==> src/rx_settings.svh <==
// build constants for the receiver front end: ADC width, overflow window, FIFO depths, decimation
`ifndef RX_SETTINGS_SVH
`define RX_SETTINGS_SVH

//////////////////////////////////////////////////////////////////////
// converter
//////////////////////////////////////////////////////////////////////

// width of one signed ADC sample
`define RX_ADC_BITS 14

// log2 of the overflow window length in samples
// kept short here so windows close quickly, the full design runs 16
`define RX_OVFL_WIN_BITS 6

//////////////////////////////////////////////////////////////////////
// decimation and output buffering
//////////////////////////////////////////////////////////////////////

// largest accumulate-and-dump ratio
`define RX_DECIM_MAX 16

// entries in the decimated sample FIFO
`define RX_SAMP_FIFO_DEPTH 8

// entries in the overflow report FIFO
`define RX_STAT_FIFO_DEPTH 4

`endif

==> src/rx_regs_pkg.sv <==
// register map and level counter mode encoding
package rx_regs_pkg;

    //////////////////////////////////////////////////////////////////////
    // write port addresses
    //////////////////////////////////////////////////////////////////////

    typedef enum logic [2:0] {
        // level threshold in the low bits, mode in LEVEL_MODE_BIT
        REG_LEVEL     = 3'd0,
        // mask applied to each window overflow count
        REG_OVFL_MASK = 3'd1,
        // decimation ratio minus one
        REG_DECIM     = 3'd2,
        // any write zeroes the level counter
        REG_CLEAR     = 3'd3
    } reg_addr_t;

    //////////////////////////////////////////////////////////////////////
    // level counter mode
    //////////////////////////////////////////////////////////////////////

    typedef enum logic {
        LVL_MAG  = 1'b0,
        LVL_OVFL = 1'b1
    } level_mode_t;

    // mode bit position in the REG_LEVEL write data
    localparam int LEVEL_MODE_BIT = 16;

endpackage

==> src/rx_types_pkg.sv <==
// data types for samples, decimator sums and overflow window reports
`include "rx_settings.svh"

package rx_types_pkg;

    // raw converter sample, two's complement
    typedef logic signed [`RX_ADC_BITS-1:0] adc_sample_t;

    // magnitude drops the sign bit
    // most negative code saturates to all ones
    typedef logic [`RX_ADC_BITS-2:0] adc_mag_t;

    // log2 of RX_DECIM_MAX guard bits on top of the sample width
    // 16 full scale samples fit without wrap
    typedef logic signed [`RX_ADC_BITS+3:0] decim_sum_t;

    // overflow count over one window
    // one extra bit so a window of all overflows still fits
    typedef logic [`RX_OVFL_WIN_BITS:0] ovfl_cnt_t;

    // one report per window that passes the mask
    typedef struct packed {
        logic [7:0] seq_num;
        ovfl_cnt_t  ovfl_cnt;
    } ovfl_report_t;

endpackage

==> src/adc_monitor.sv <==
// ADC monitor with level/overflow counter and masked overflow window reporter
`include "rx_settings.svh"

module adc_monitor (
    input  logic                       adc_clk,
    input  logic                       rst_n,
    input  rx_types_pkg::adc_sample_t  adc_data,
    input  logic                       adc_ovfl,
    input  logic                       reg_wr,
    input  rx_regs_pkg::reg_addr_t     reg_addr,
    input  logic [31:0]                reg_wdata,
    input  logic                       report_ready,
    output logic                       report_valid,
    output rx_types_pkg::ovfl_report_t report_data,
    output logic [31:0]                adc_count
);
    import rx_types_pkg::*;
    import rx_regs_pkg::*;

    localparam int WIN_BITS = `RX_OVFL_WIN_BITS;

    adc_sample_t               adc_neg;
    adc_mag_t                  adc_mag;
    adc_mag_t                  level_q;
    level_mode_t               mode_q;
    ovfl_cnt_t                 mask_q;
    logic                      wr_level;
    logic                      wr_mask;
    logic                      wr_clear;
    logic [WIN_BITS-1:0]       win_cnt;
    ovfl_cnt_t                 ovfl_sum;
    ovfl_cnt_t                 win_total;
    logic [7:0]                seq_q;
    logic                      report_pend;

    // own address decode
    assign wr_level = reg_wr && (reg_addr == REG_LEVEL);
    assign wr_mask  = reg_wr && (reg_addr == REG_OVFL_MASK);
    assign wr_clear = reg_wr && (reg_addr == REG_CLEAR);

    //////////////////////////////////////////////////////////////////////
    // magnitude and level counter
    //////////////////////////////////////////////////////////////////////

    // negating the most negative code wraps back to itself, so clamp it
    assign adc_neg = -adc_data;
    always_comb
    begin
        if (adc_data == {1'b1, {(`RX_ADC_BITS-1){1'b0}}})
            adc_mag = '1;
        else if (adc_data[`RX_ADC_BITS-1])
            adc_mag = adc_neg[`RX_ADC_BITS-2:0];
        else
            adc_mag = adc_data[`RX_ADC_BITS-2:0];
    end

    always_ff @(posedge adc_clk)
    begin
        if (!rst_n)
        begin
            level_q <= '1;
            mode_q  <= LVL_MAG;
            mask_q  <= '1;
        end
        else
        begin
            if (wr_level)
            begin
                level_q <= reg_wdata[`RX_ADC_BITS-2:0];
                mode_q  <= level_mode_t'(reg_wdata[LEVEL_MODE_BIT]);
            end
            if (wr_mask)
                mask_q <= reg_wdata[WIN_BITS:0];
        end
    end

    // a level or clear write restarts the count and skips this sample
    always_ff @(posedge adc_clk)
    begin
        if (!rst_n || wr_level || wr_clear)
            adc_count <= '0;
        else if (mode_q == LVL_MAG && adc_mag >= level_q)
            adc_count <= adc_count + 32'd1;
        else if (mode_q == LVL_OVFL && adc_ovfl)
            adc_count <= adc_count + 32'd1;
    end

    //////////////////////////////////////////////////////////////////////
    // overflow window
    //////////////////////////////////////////////////////////////////////

    // running count including the flag of the current sample
    assign win_total = ovfl_sum + ovfl_cnt_t'(adc_ovfl);

    always_ff @(posedge adc_clk)
    begin
        if (!rst_n)
        begin
            win_cnt     <= '0;
            ovfl_sum    <= '0;
            seq_q       <= '0;
            report_pend <= 1'b0;
        end
        else
        begin
            win_cnt     <= win_cnt + 1'b1;
            report_pend <= 1'b0;
            if (&win_cnt)
            begin
                // last sample closes the window
                ovfl_sum    <= '0;
                seq_q       <= seq_q + 8'd1;
                report_pend <= (win_total & mask_q) != '0;
                report_data <= '{seq_num: seq_q, ovfl_cnt: win_total};
            end
            else
                ovfl_sum <= win_total;
        end
    end

    // report is only offered when the FIFO has room, otherwise it is lost
    assign report_valid = report_pend && report_ready;

endmodule

==> src/decim_accum.sv <==
// accumulate-and-dump decimator with programmable ratio and saturating drop counter
`include "rx_settings.svh"

module decim_accum (
    input  logic                      adc_clk,
    input  logic                      rst_n,
    input  rx_types_pkg::adc_sample_t adc_data,
    input  logic                      reg_wr,
    input  rx_regs_pkg::reg_addr_t    reg_addr,
    input  logic [31:0]               reg_wdata,
    input  logic                      sum_ready,
    output logic                      sum_valid,
    output rx_types_pkg::decim_sum_t  sum_data,
    output logic [15:0]               drop_count
);
    import rx_types_pkg::*;
    import rx_regs_pkg::*;

    localparam int RATIO_BITS = $clog2(`RX_DECIM_MAX);
    localparam int EXT_BITS   = $bits(decim_sum_t) - $bits(adc_sample_t);

    logic                  wr_decim;
    logic [RATIO_BITS-1:0] ratio_q;
    logic [RATIO_BITS-1:0] phase_q;
    decim_sum_t            samp_ext;
    decim_sum_t            acc_q;
    decim_sum_t            acc_next;

    assign wr_decim = reg_wr && (reg_addr == REG_DECIM);

    // sign extend into the guard bits
    assign samp_ext = {{EXT_BITS{adc_data[`RX_ADC_BITS-1]}}, adc_data};

    // phase zero starts a fresh sum from the current sample
    assign acc_next = (phase_q == '0) ? samp_ext : acc_q + samp_ext;

    //////////////////////////////////////////////////////////////////////
    // accumulate and dump
    //////////////////////////////////////////////////////////////////////

    always_ff @(posedge adc_clk)
    begin
        if (!rst_n)
        begin
            ratio_q   <= '0;
            phase_q   <= '0;
            sum_valid <= 1'b0;
        end
        else if (wr_decim)
        begin
            // new ratio, accumulation restarts with the next sample
            ratio_q   <= reg_wdata[RATIO_BITS-1:0];
            phase_q   <= '0;
            sum_valid <= 1'b0;
        end
        else
        begin
            // valid lasts one cycle per dump
            sum_valid <= (phase_q == ratio_q);
            if (phase_q == ratio_q)
                phase_q <= '0;
            else
                phase_q <= phase_q + 1'b1;
        end
    end

    // holds the finished sum in the cycle after the dump
    always_ff @(posedge adc_clk)
    begin
        acc_q <= acc_next;
    end

    assign sum_data = acc_q;

    //////////////////////////////////////////////////////////////////////
    // drop counter
    //////////////////////////////////////////////////////////////////////

    // sum is not held, a busy FIFO means it is gone
    always_ff @(posedge adc_clk)
    begin
        if (!rst_n)
            drop_count <= '0;
        else if (sum_valid && !sum_ready && drop_count != '1)
            drop_count <= drop_count + 16'd1;
    end

endmodule

==> src/rx_top.sv <==
// receiver front end top: ADC monitor, decimator and the two output FIFOs
`include "rx_settings.svh"

module rx_top (
    input  logic                       adc_clk,
    input  logic                       rst_n,
    input  rx_types_pkg::adc_sample_t  adc_data,
    input  logic                       adc_ovfl,
    input  logic                       reg_wr,
    input  rx_regs_pkg::reg_addr_t     reg_addr,
    input  logic [31:0]                reg_wdata,
    output logic                       samp_valid,
    input  logic                       samp_ready,
    output rx_types_pkg::decim_sum_t   samp_data,
    output logic                       stat_valid,
    input  logic                       stat_ready,
    output rx_types_pkg::ovfl_report_t stat_data,
    output logic [31:0]                adc_count,
    output logic [15:0]                drop_count
);
    import rx_types_pkg::*;

    logic         report_valid;
    logic         report_ready;
    ovfl_report_t report_data;
    logic         sum_valid;
    logic         sum_ready;
    decim_sum_t   sum_data;

    //////////////////////////////////////////////////////////////////////
    // input side
    //////////////////////////////////////////////////////////////////////

    adc_monitor mon0 (
        .adc_clk      (adc_clk),
        .rst_n        (rst_n),
        .adc_data     (adc_data),
        .adc_ovfl     (adc_ovfl),
        .reg_wr       (reg_wr),
        .reg_addr     (reg_addr),
        .reg_wdata    (reg_wdata),
        .report_ready (report_ready),
        .report_valid (report_valid),
        .report_data  (report_data),
        .adc_count    (adc_count)
    );

    // decimator sees every sample, no handshake on the ADC side
    decim_accum decim0 (
        .adc_clk    (adc_clk),
        .rst_n      (rst_n),
        .adc_data   (adc_data),
        .reg_wr     (reg_wr),
        .reg_addr   (reg_addr),
        .reg_wdata  (reg_wdata),
        .sum_ready  (sum_ready),
        .sum_valid  (sum_valid),
        .sum_data   (sum_data),
        .drop_count (drop_count)
    );

    //////////////////////////////////////////////////////////////////////
    // output buffering
    //////////////////////////////////////////////////////////////////////

    stream_fifo #(.payload_t(decim_sum_t), .DEPTH(`RX_SAMP_FIFO_DEPTH)) samp_fifo (
        .adc_clk   (adc_clk),
        .rst_n     (rst_n),
        .in_valid  (sum_valid),
        .in_data   (sum_data),
        .in_ready  (sum_ready),
        .out_valid (samp_valid),
        .out_data  (samp_data),
        .out_ready (samp_ready)
    );

    stream_fifo #(.payload_t(ovfl_report_t), .DEPTH(`RX_STAT_FIFO_DEPTH)) stat_fifo (
        .adc_clk   (adc_clk),
        .rst_n     (rst_n),
        .in_valid  (report_valid),
        .in_data   (report_data),
        .in_ready  (report_ready),
        .out_valid (stat_valid),
        .out_data  (stat_data),
        .out_ready (stat_ready)
    );

endmodule

==> src/stream_fifo.sv <==
// circular buffer FIFO with valid/ready on both sides and a type parameter payload
module stream_fifo #(
    parameter type payload_t = logic [7:0],
    parameter int  DEPTH     = 4
) (
    input  logic     adc_clk,
    input  logic     rst_n,
    input  logic     in_valid,
    input  payload_t in_data,
    output logic     in_ready,
    output logic     out_valid,
    output payload_t out_data,
    input  logic     out_ready
);
    localparam int PTR_BITS = (DEPTH > 1) ? $clog2(DEPTH) : 1;
    localparam int CNT_BITS = $clog2(DEPTH + 1);
    localparam logic [PTR_BITS-1:0] LAST_PTR = PTR_BITS'(DEPTH - 1);
    localparam logic [CNT_BITS-1:0] FULL_CNT = CNT_BITS'(DEPTH);

    payload_t            mem [DEPTH];
    logic [PTR_BITS-1:0] wr_ptr;
    logic [PTR_BITS-1:0] rd_ptr;
    logic [CNT_BITS-1:0] count;
    logic                push;
    logic                pop;

    // a full FIFO still takes an item when the head leaves this cycle
    assign in_ready  = (count != FULL_CNT) || out_ready;
    assign out_valid = (count != '0);
    assign out_data  = mem[rd_ptr];

    assign push = in_valid && in_ready;
    assign pop  = out_valid && out_ready;

    // storage
    always_ff @(posedge adc_clk)
    begin
        if (push)
            mem[wr_ptr] <= in_data;
    end

    // pointers wrap at DEPTH, which need not be a power of two
    always_ff @(posedge adc_clk)
    begin
        if (!rst_n)
        begin
            wr_ptr <= '0;
            rd_ptr <= '0;
            count  <= '0;
        end
        else
        begin
            if (push)
                wr_ptr <= (wr_ptr == LAST_PTR) ? '0 : wr_ptr + 1'b1;
            if (pop)
                rd_ptr <= (rd_ptr == LAST_PTR) ? '0 : rd_ptr + 1'b1;
            if (push && !pop)
                count <= count + 1'b1;
            else if (pop && !push)
                count <= count - 1'b1;
        end
    end

endmodule
==> config.mk <==
export PLATFORM = sky130hd
export DESIGN_NAME = rx_top
export DESIGN_NICKNAME = d
export VERILOG_FILES = /design/src/rx_regs_pkg.sv /design/src/rx_types_pkg.sv /design/src/adc_monitor.sv /design/src/decim_accum.sv /design/src/rx_top.sv /design/src/stream_fifo.sv
export VERILOG_INCLUDE_DIRS = /design/src
export SDC_FILE = /design/constraint.sdc
export NUM_CORES = 1
export LEC_CHECK = 0
export ABC_CLOCK_PERIOD_IN_PS = 4100
export BUFFER_PORTS_ARGS = -buffer_cell sky130_fd_sc_hd__buf_2
export CORE_ASPECT_RATIO = 1.1
export CORE_MARGIN = 8
export CORE_UTILIZATION = 54
export CTS_CLUSTER_SIZE = 16
export DETAILED_ROUTE_END_ITERATION = 8
export GPL_ROUTABILITY_DRIVEN = 1
export PLACE_DENSITY = 0.86
export REMOVE_ABC_BUFFERS = 1
export SETUP_SLACK_MARGIN = 0.02
export SYNTH_ARGS = -nofsm -noshare
export SYNTH_HDL_FRONTEND = slang
export SYNTH_SLANG_ARGS = --single-unit
==> constraint.sdc <==
create_clock -name adc_clk -period 4.1 [get_ports adc_clk]
set_clock_uncertainty 0.1 [all_clocks]
set_input_delay 0.41 -clock adc_clk [delete_from_list [all_inputs] [get_ports adc_clk]]
set_output_delay 0.41 -clock adc_clk [all_outputs]
set_load 0.005 [all_outputs]
==> flow_summary.json <==
{
  "netSwitchingPower_mw": 2.10,
  "num_vias": 9988,
  "cts.sinks": 359,
  "worstSkewPairLatency_ns": 0.51,
  "worst-path-buf-inv": 3,
  "yosysMostFrequentCell": "edfxtp_1",
  "synthesis.area_um2": 15600,
  "reg2reg_to": "samp_fifo.count[3]",
  "cts_tree": "built",
  "setup_viol": 0,
  "clk_pin_slew_ns": 0.06,
  "final_util_pct": 62.9,
  "io_buffers": 119,
  "die_height_um": 194,
  "rsz0062_at_grt": "false",
  "ys_seq_area_share_pct": 60.3,
  "fin_crit_ns": 3.80,
  "p_int_mw": 6.44,
  "cts_root_buffer": "clkbuf_16",
  "holdPathEnd": "mon0.level_q[10]",
  "powerDensity_nw_per_um2": 476,
  "overflow": 0,
  "nets": 1437,
  "yosysWarningCount": 0,
  "cts_hold_repair.buffers": 0,
  "status": "finished, final reports clean",
  "area_growth_pct": 15.4,
  "postSynth.asyncResetShare_pct": 0,
  "drt_pass1_iterations": 5,
  "maxSlewViolCount": 0,
  "combPwrFrac_pct": 13.7,
  "hold-worst-slack_ns": 0.0413,
  "grt_start_max_net_pins": 41,
  "synth-edff-count": 219,
  "syn-instance-count": 1181,
  "path_common_cell": "or3_1",
  "finalWirelength_mm": 32.4,
  "power_frac_clock_pct": 37.8,
  "grt_pass1_wl_mm": 52.2,
  "gp_congestion": 0.862,
  "die_area_um2": 34500,
  "core_um2": 28500,
  "final.fill_count": 2042,
  "netlist.area_leader.share_pct": 42.3,
  "post_cts_resized": 0,
  "pwr-share-seq_pct": 48.5,
  "crit_arrival_ns": 4.13,
  "antenna_found_initial": 8,
  "maxCapViolations": 0,
  "ys_ff_latch": 359,
  "end_kind": "flip-flop",
  "slowest_delay_ns": 0.55,
  "pin_count": 138,
  "dpl.hpwl_mm": 21.7,
  "cp_cell_sequence": "buf_2 -> or4_4 -> or3_1 -> or3_1 -> or3b_4 -> and2_2 -> ha_1 -> nand2b_1 -> a21o_1 -> a21oi_1 -> o21a_1 -> a21o_1 -> buf_12 -> buf_4 -> or3_1 -> a21oi_1",
  "cpMaxStageDelayCell": "or4_4",
  "hold_class": "in -> reg",
  "hold_violations": 0,
  "rr_worst_depth": 12,
  "vdd_drop_max_mv": 0.430,
  "grt_usage_pct": 18.7,
  "htreeDepth": 2,
  "r2r-start": "samp_fifo.count[0]",
  "clock_path_buffers": 3,
  "worst-slew-pin-transition_ns": 1.14,
  "max_freq_ghz": 0.263,
  "finalSetupTns_ns": 0,
  "p_sw_share_pct": 24.6,
  "grt_pass1_vias": 10100,
  "drive_above_1_share_pct": 22.4,
  "final_cells": 1727,
  "fp.dieW_um": 178,
  "ant_nets": 0,
  "drt_iter0_markers": 659,
  "total_power_mw": 8.54,
  "post-route-period-util_pct": 92.7,
  "via_per_inst": 5.78,
  "min_path_cells": 3,
  "post-cts-setup-buffers": 0,
  "synthTopCellsByCount": "edfxtp_1, dfxtp_1, nand2_1, ha_1, mux4_2",
  "crit_fanout": 34,
  "post-route-drc-count": 0,
  "slew-limit-headroom_pct": 23.8,
  "critPathKind": "in -> reg",
  "worstPathRequired_ns": 4.43,
  "row_count": 65,
  "wire_per_inst_um": 18.8,
  "worst_path_dominant_cell_family": "simple AND/OR/NAND/NOR gates",
  "start_util_pct": 54.5,
  "synth_top_cell_by_area": "edfxtp_1",
  "r2r_slack_ns": 1.03,
  "ys.flop_type": "edfxtp_1",
  "hp-start": "reg_wdata[10]",
  "synth.distinct_cells": 59,
  "cts_made_buffers": 36,
  "dpl.cell_count": 1657,
  "p_leak_nw": 6.73,
  "ys_top_cells_by_area": "edfxtp_1, dfxtp_1, mux4_2",
  "startpoint_type": "input port",
  "syn_area_per_cell_um2": 13.2
}
flip-flops by register name, indices dropped and copies added (netlist names), 7 cells and up, named ones only:
name / cells
decim0.drop_count: 16
decim0.sum_data: 18
mon0.adc_count: 32
mon0.level_q: 13
mon0.mask_q: 7
mon0.ovfl_sum: 7
mon0.report_data: 15
mon0.seq_q: 8
samp_fifo.mem: 144
stat_fifo.mem: 60
cell usage in the layout (no fill, tap or decap), types with 25 or more instances in the layout:
cell and count:
nor2b_1 31, dfxtp_1 139, inv_1 37, mux4_2 51, buf_2 119, ha_1 52
nand3_1 41, o21ai_0 37, edfxtp_1 219, xor2_1 26, a21oi_1 47, and2_1 43
nand2_1 109, clkbuf_16 37, nor2_1 28, buf_4 35, xnor2_1 44, nand4_1 25
cell families after synthesis:
kind of cell	Yosys count	share of synthesized area (%)
simple gates	362	12.3
mux	84	9.67
xor+xnor	70	3.94
fa+ha+maj	55	4.57
compound gates	167	7.08
buf+inv	84	2.13
flops	359	60.3
metrics by stage:
step,area [um^2],setup WS [ns]
2_1_floorplan,15400,-0.321
3_3_place_gp,16800,-0.116
3_5_place_dp,16800,-0.234
4_1_cts,17900,0.309
5_1_grt,17900,0.0894
6_report,17900,0.301
power by group through the flow:
| stage | Combinational [mW] | Sequential (mW) | Clock (mW) |
|---|---|---|---|
| after global routing | 1.29 | 4.17 | 3.43 |
| after floorplan | 0.782 | 4.21 | 0 |
| final | 1.17 | 4.14 | 3.23 |
| after detailed placement | 1.17 | 4.22 | 0 |
| after global placement | 1.14 | 4.20 | 0 |
| after CTS | 1.19 | 4.14 | 3.29 |
layout make-up:
type	instances	area [um^2]	share of cell area [%]
well taps	368	460	2.57
multi-input cells	738	5910	32.9
flip-flops and latches	359	9380	52.3
clock buffers	46	1000	5.57
clock inverters	20	171	0.955
inverters	37	139	0.774
diodes	4	10.0	0.0558
repair buffers	155	878	4.89
per-layer routing:
| layer | up-vias | part of all wire [%] | track usage (%) | wire, um |
|---|---|---|---|---|
| li1 | 4717 | - | - | - |
| met1 | 4890 | 41 | 23.3 | 13300 |
| met2 | 297 | 49 | 31.0 | 15800 |
| met3 | 74 | 7.0 | 4.77 | 2260 |
| met4 | 10 | 3.0 | 6.30 | 957 |
| met5 | - | 0.16 | 0 | 52 |
how the worst max path moves through the flow:
stage | cells past startpoint | start | to | slack (ns)
detailed placement | 16 | adc_data[8] | mon0.adc_count[14] | -0.23
floorplan | 12 | adc_data[8] | mon0.adc_count[11] | -0.32
global placement | 15 | adc_data[8] | mon0.adc_count[29] | -0.12
finish | 16 | adc_data[8] | mon0.adc_count[16] | 0.30
CTS | 16 | adc_data[8] | mon0.adc_count[14] | 0.31
global route | 16 | adc_data[8] | mon0.adc_count[14] | 0.09
worst min-delay path, stage by stage:
cell,delay (ns)
buf_2,0.09
nand2_1,0.04
o211ai_1,0.08
Power figures use the tool's default switching activity.
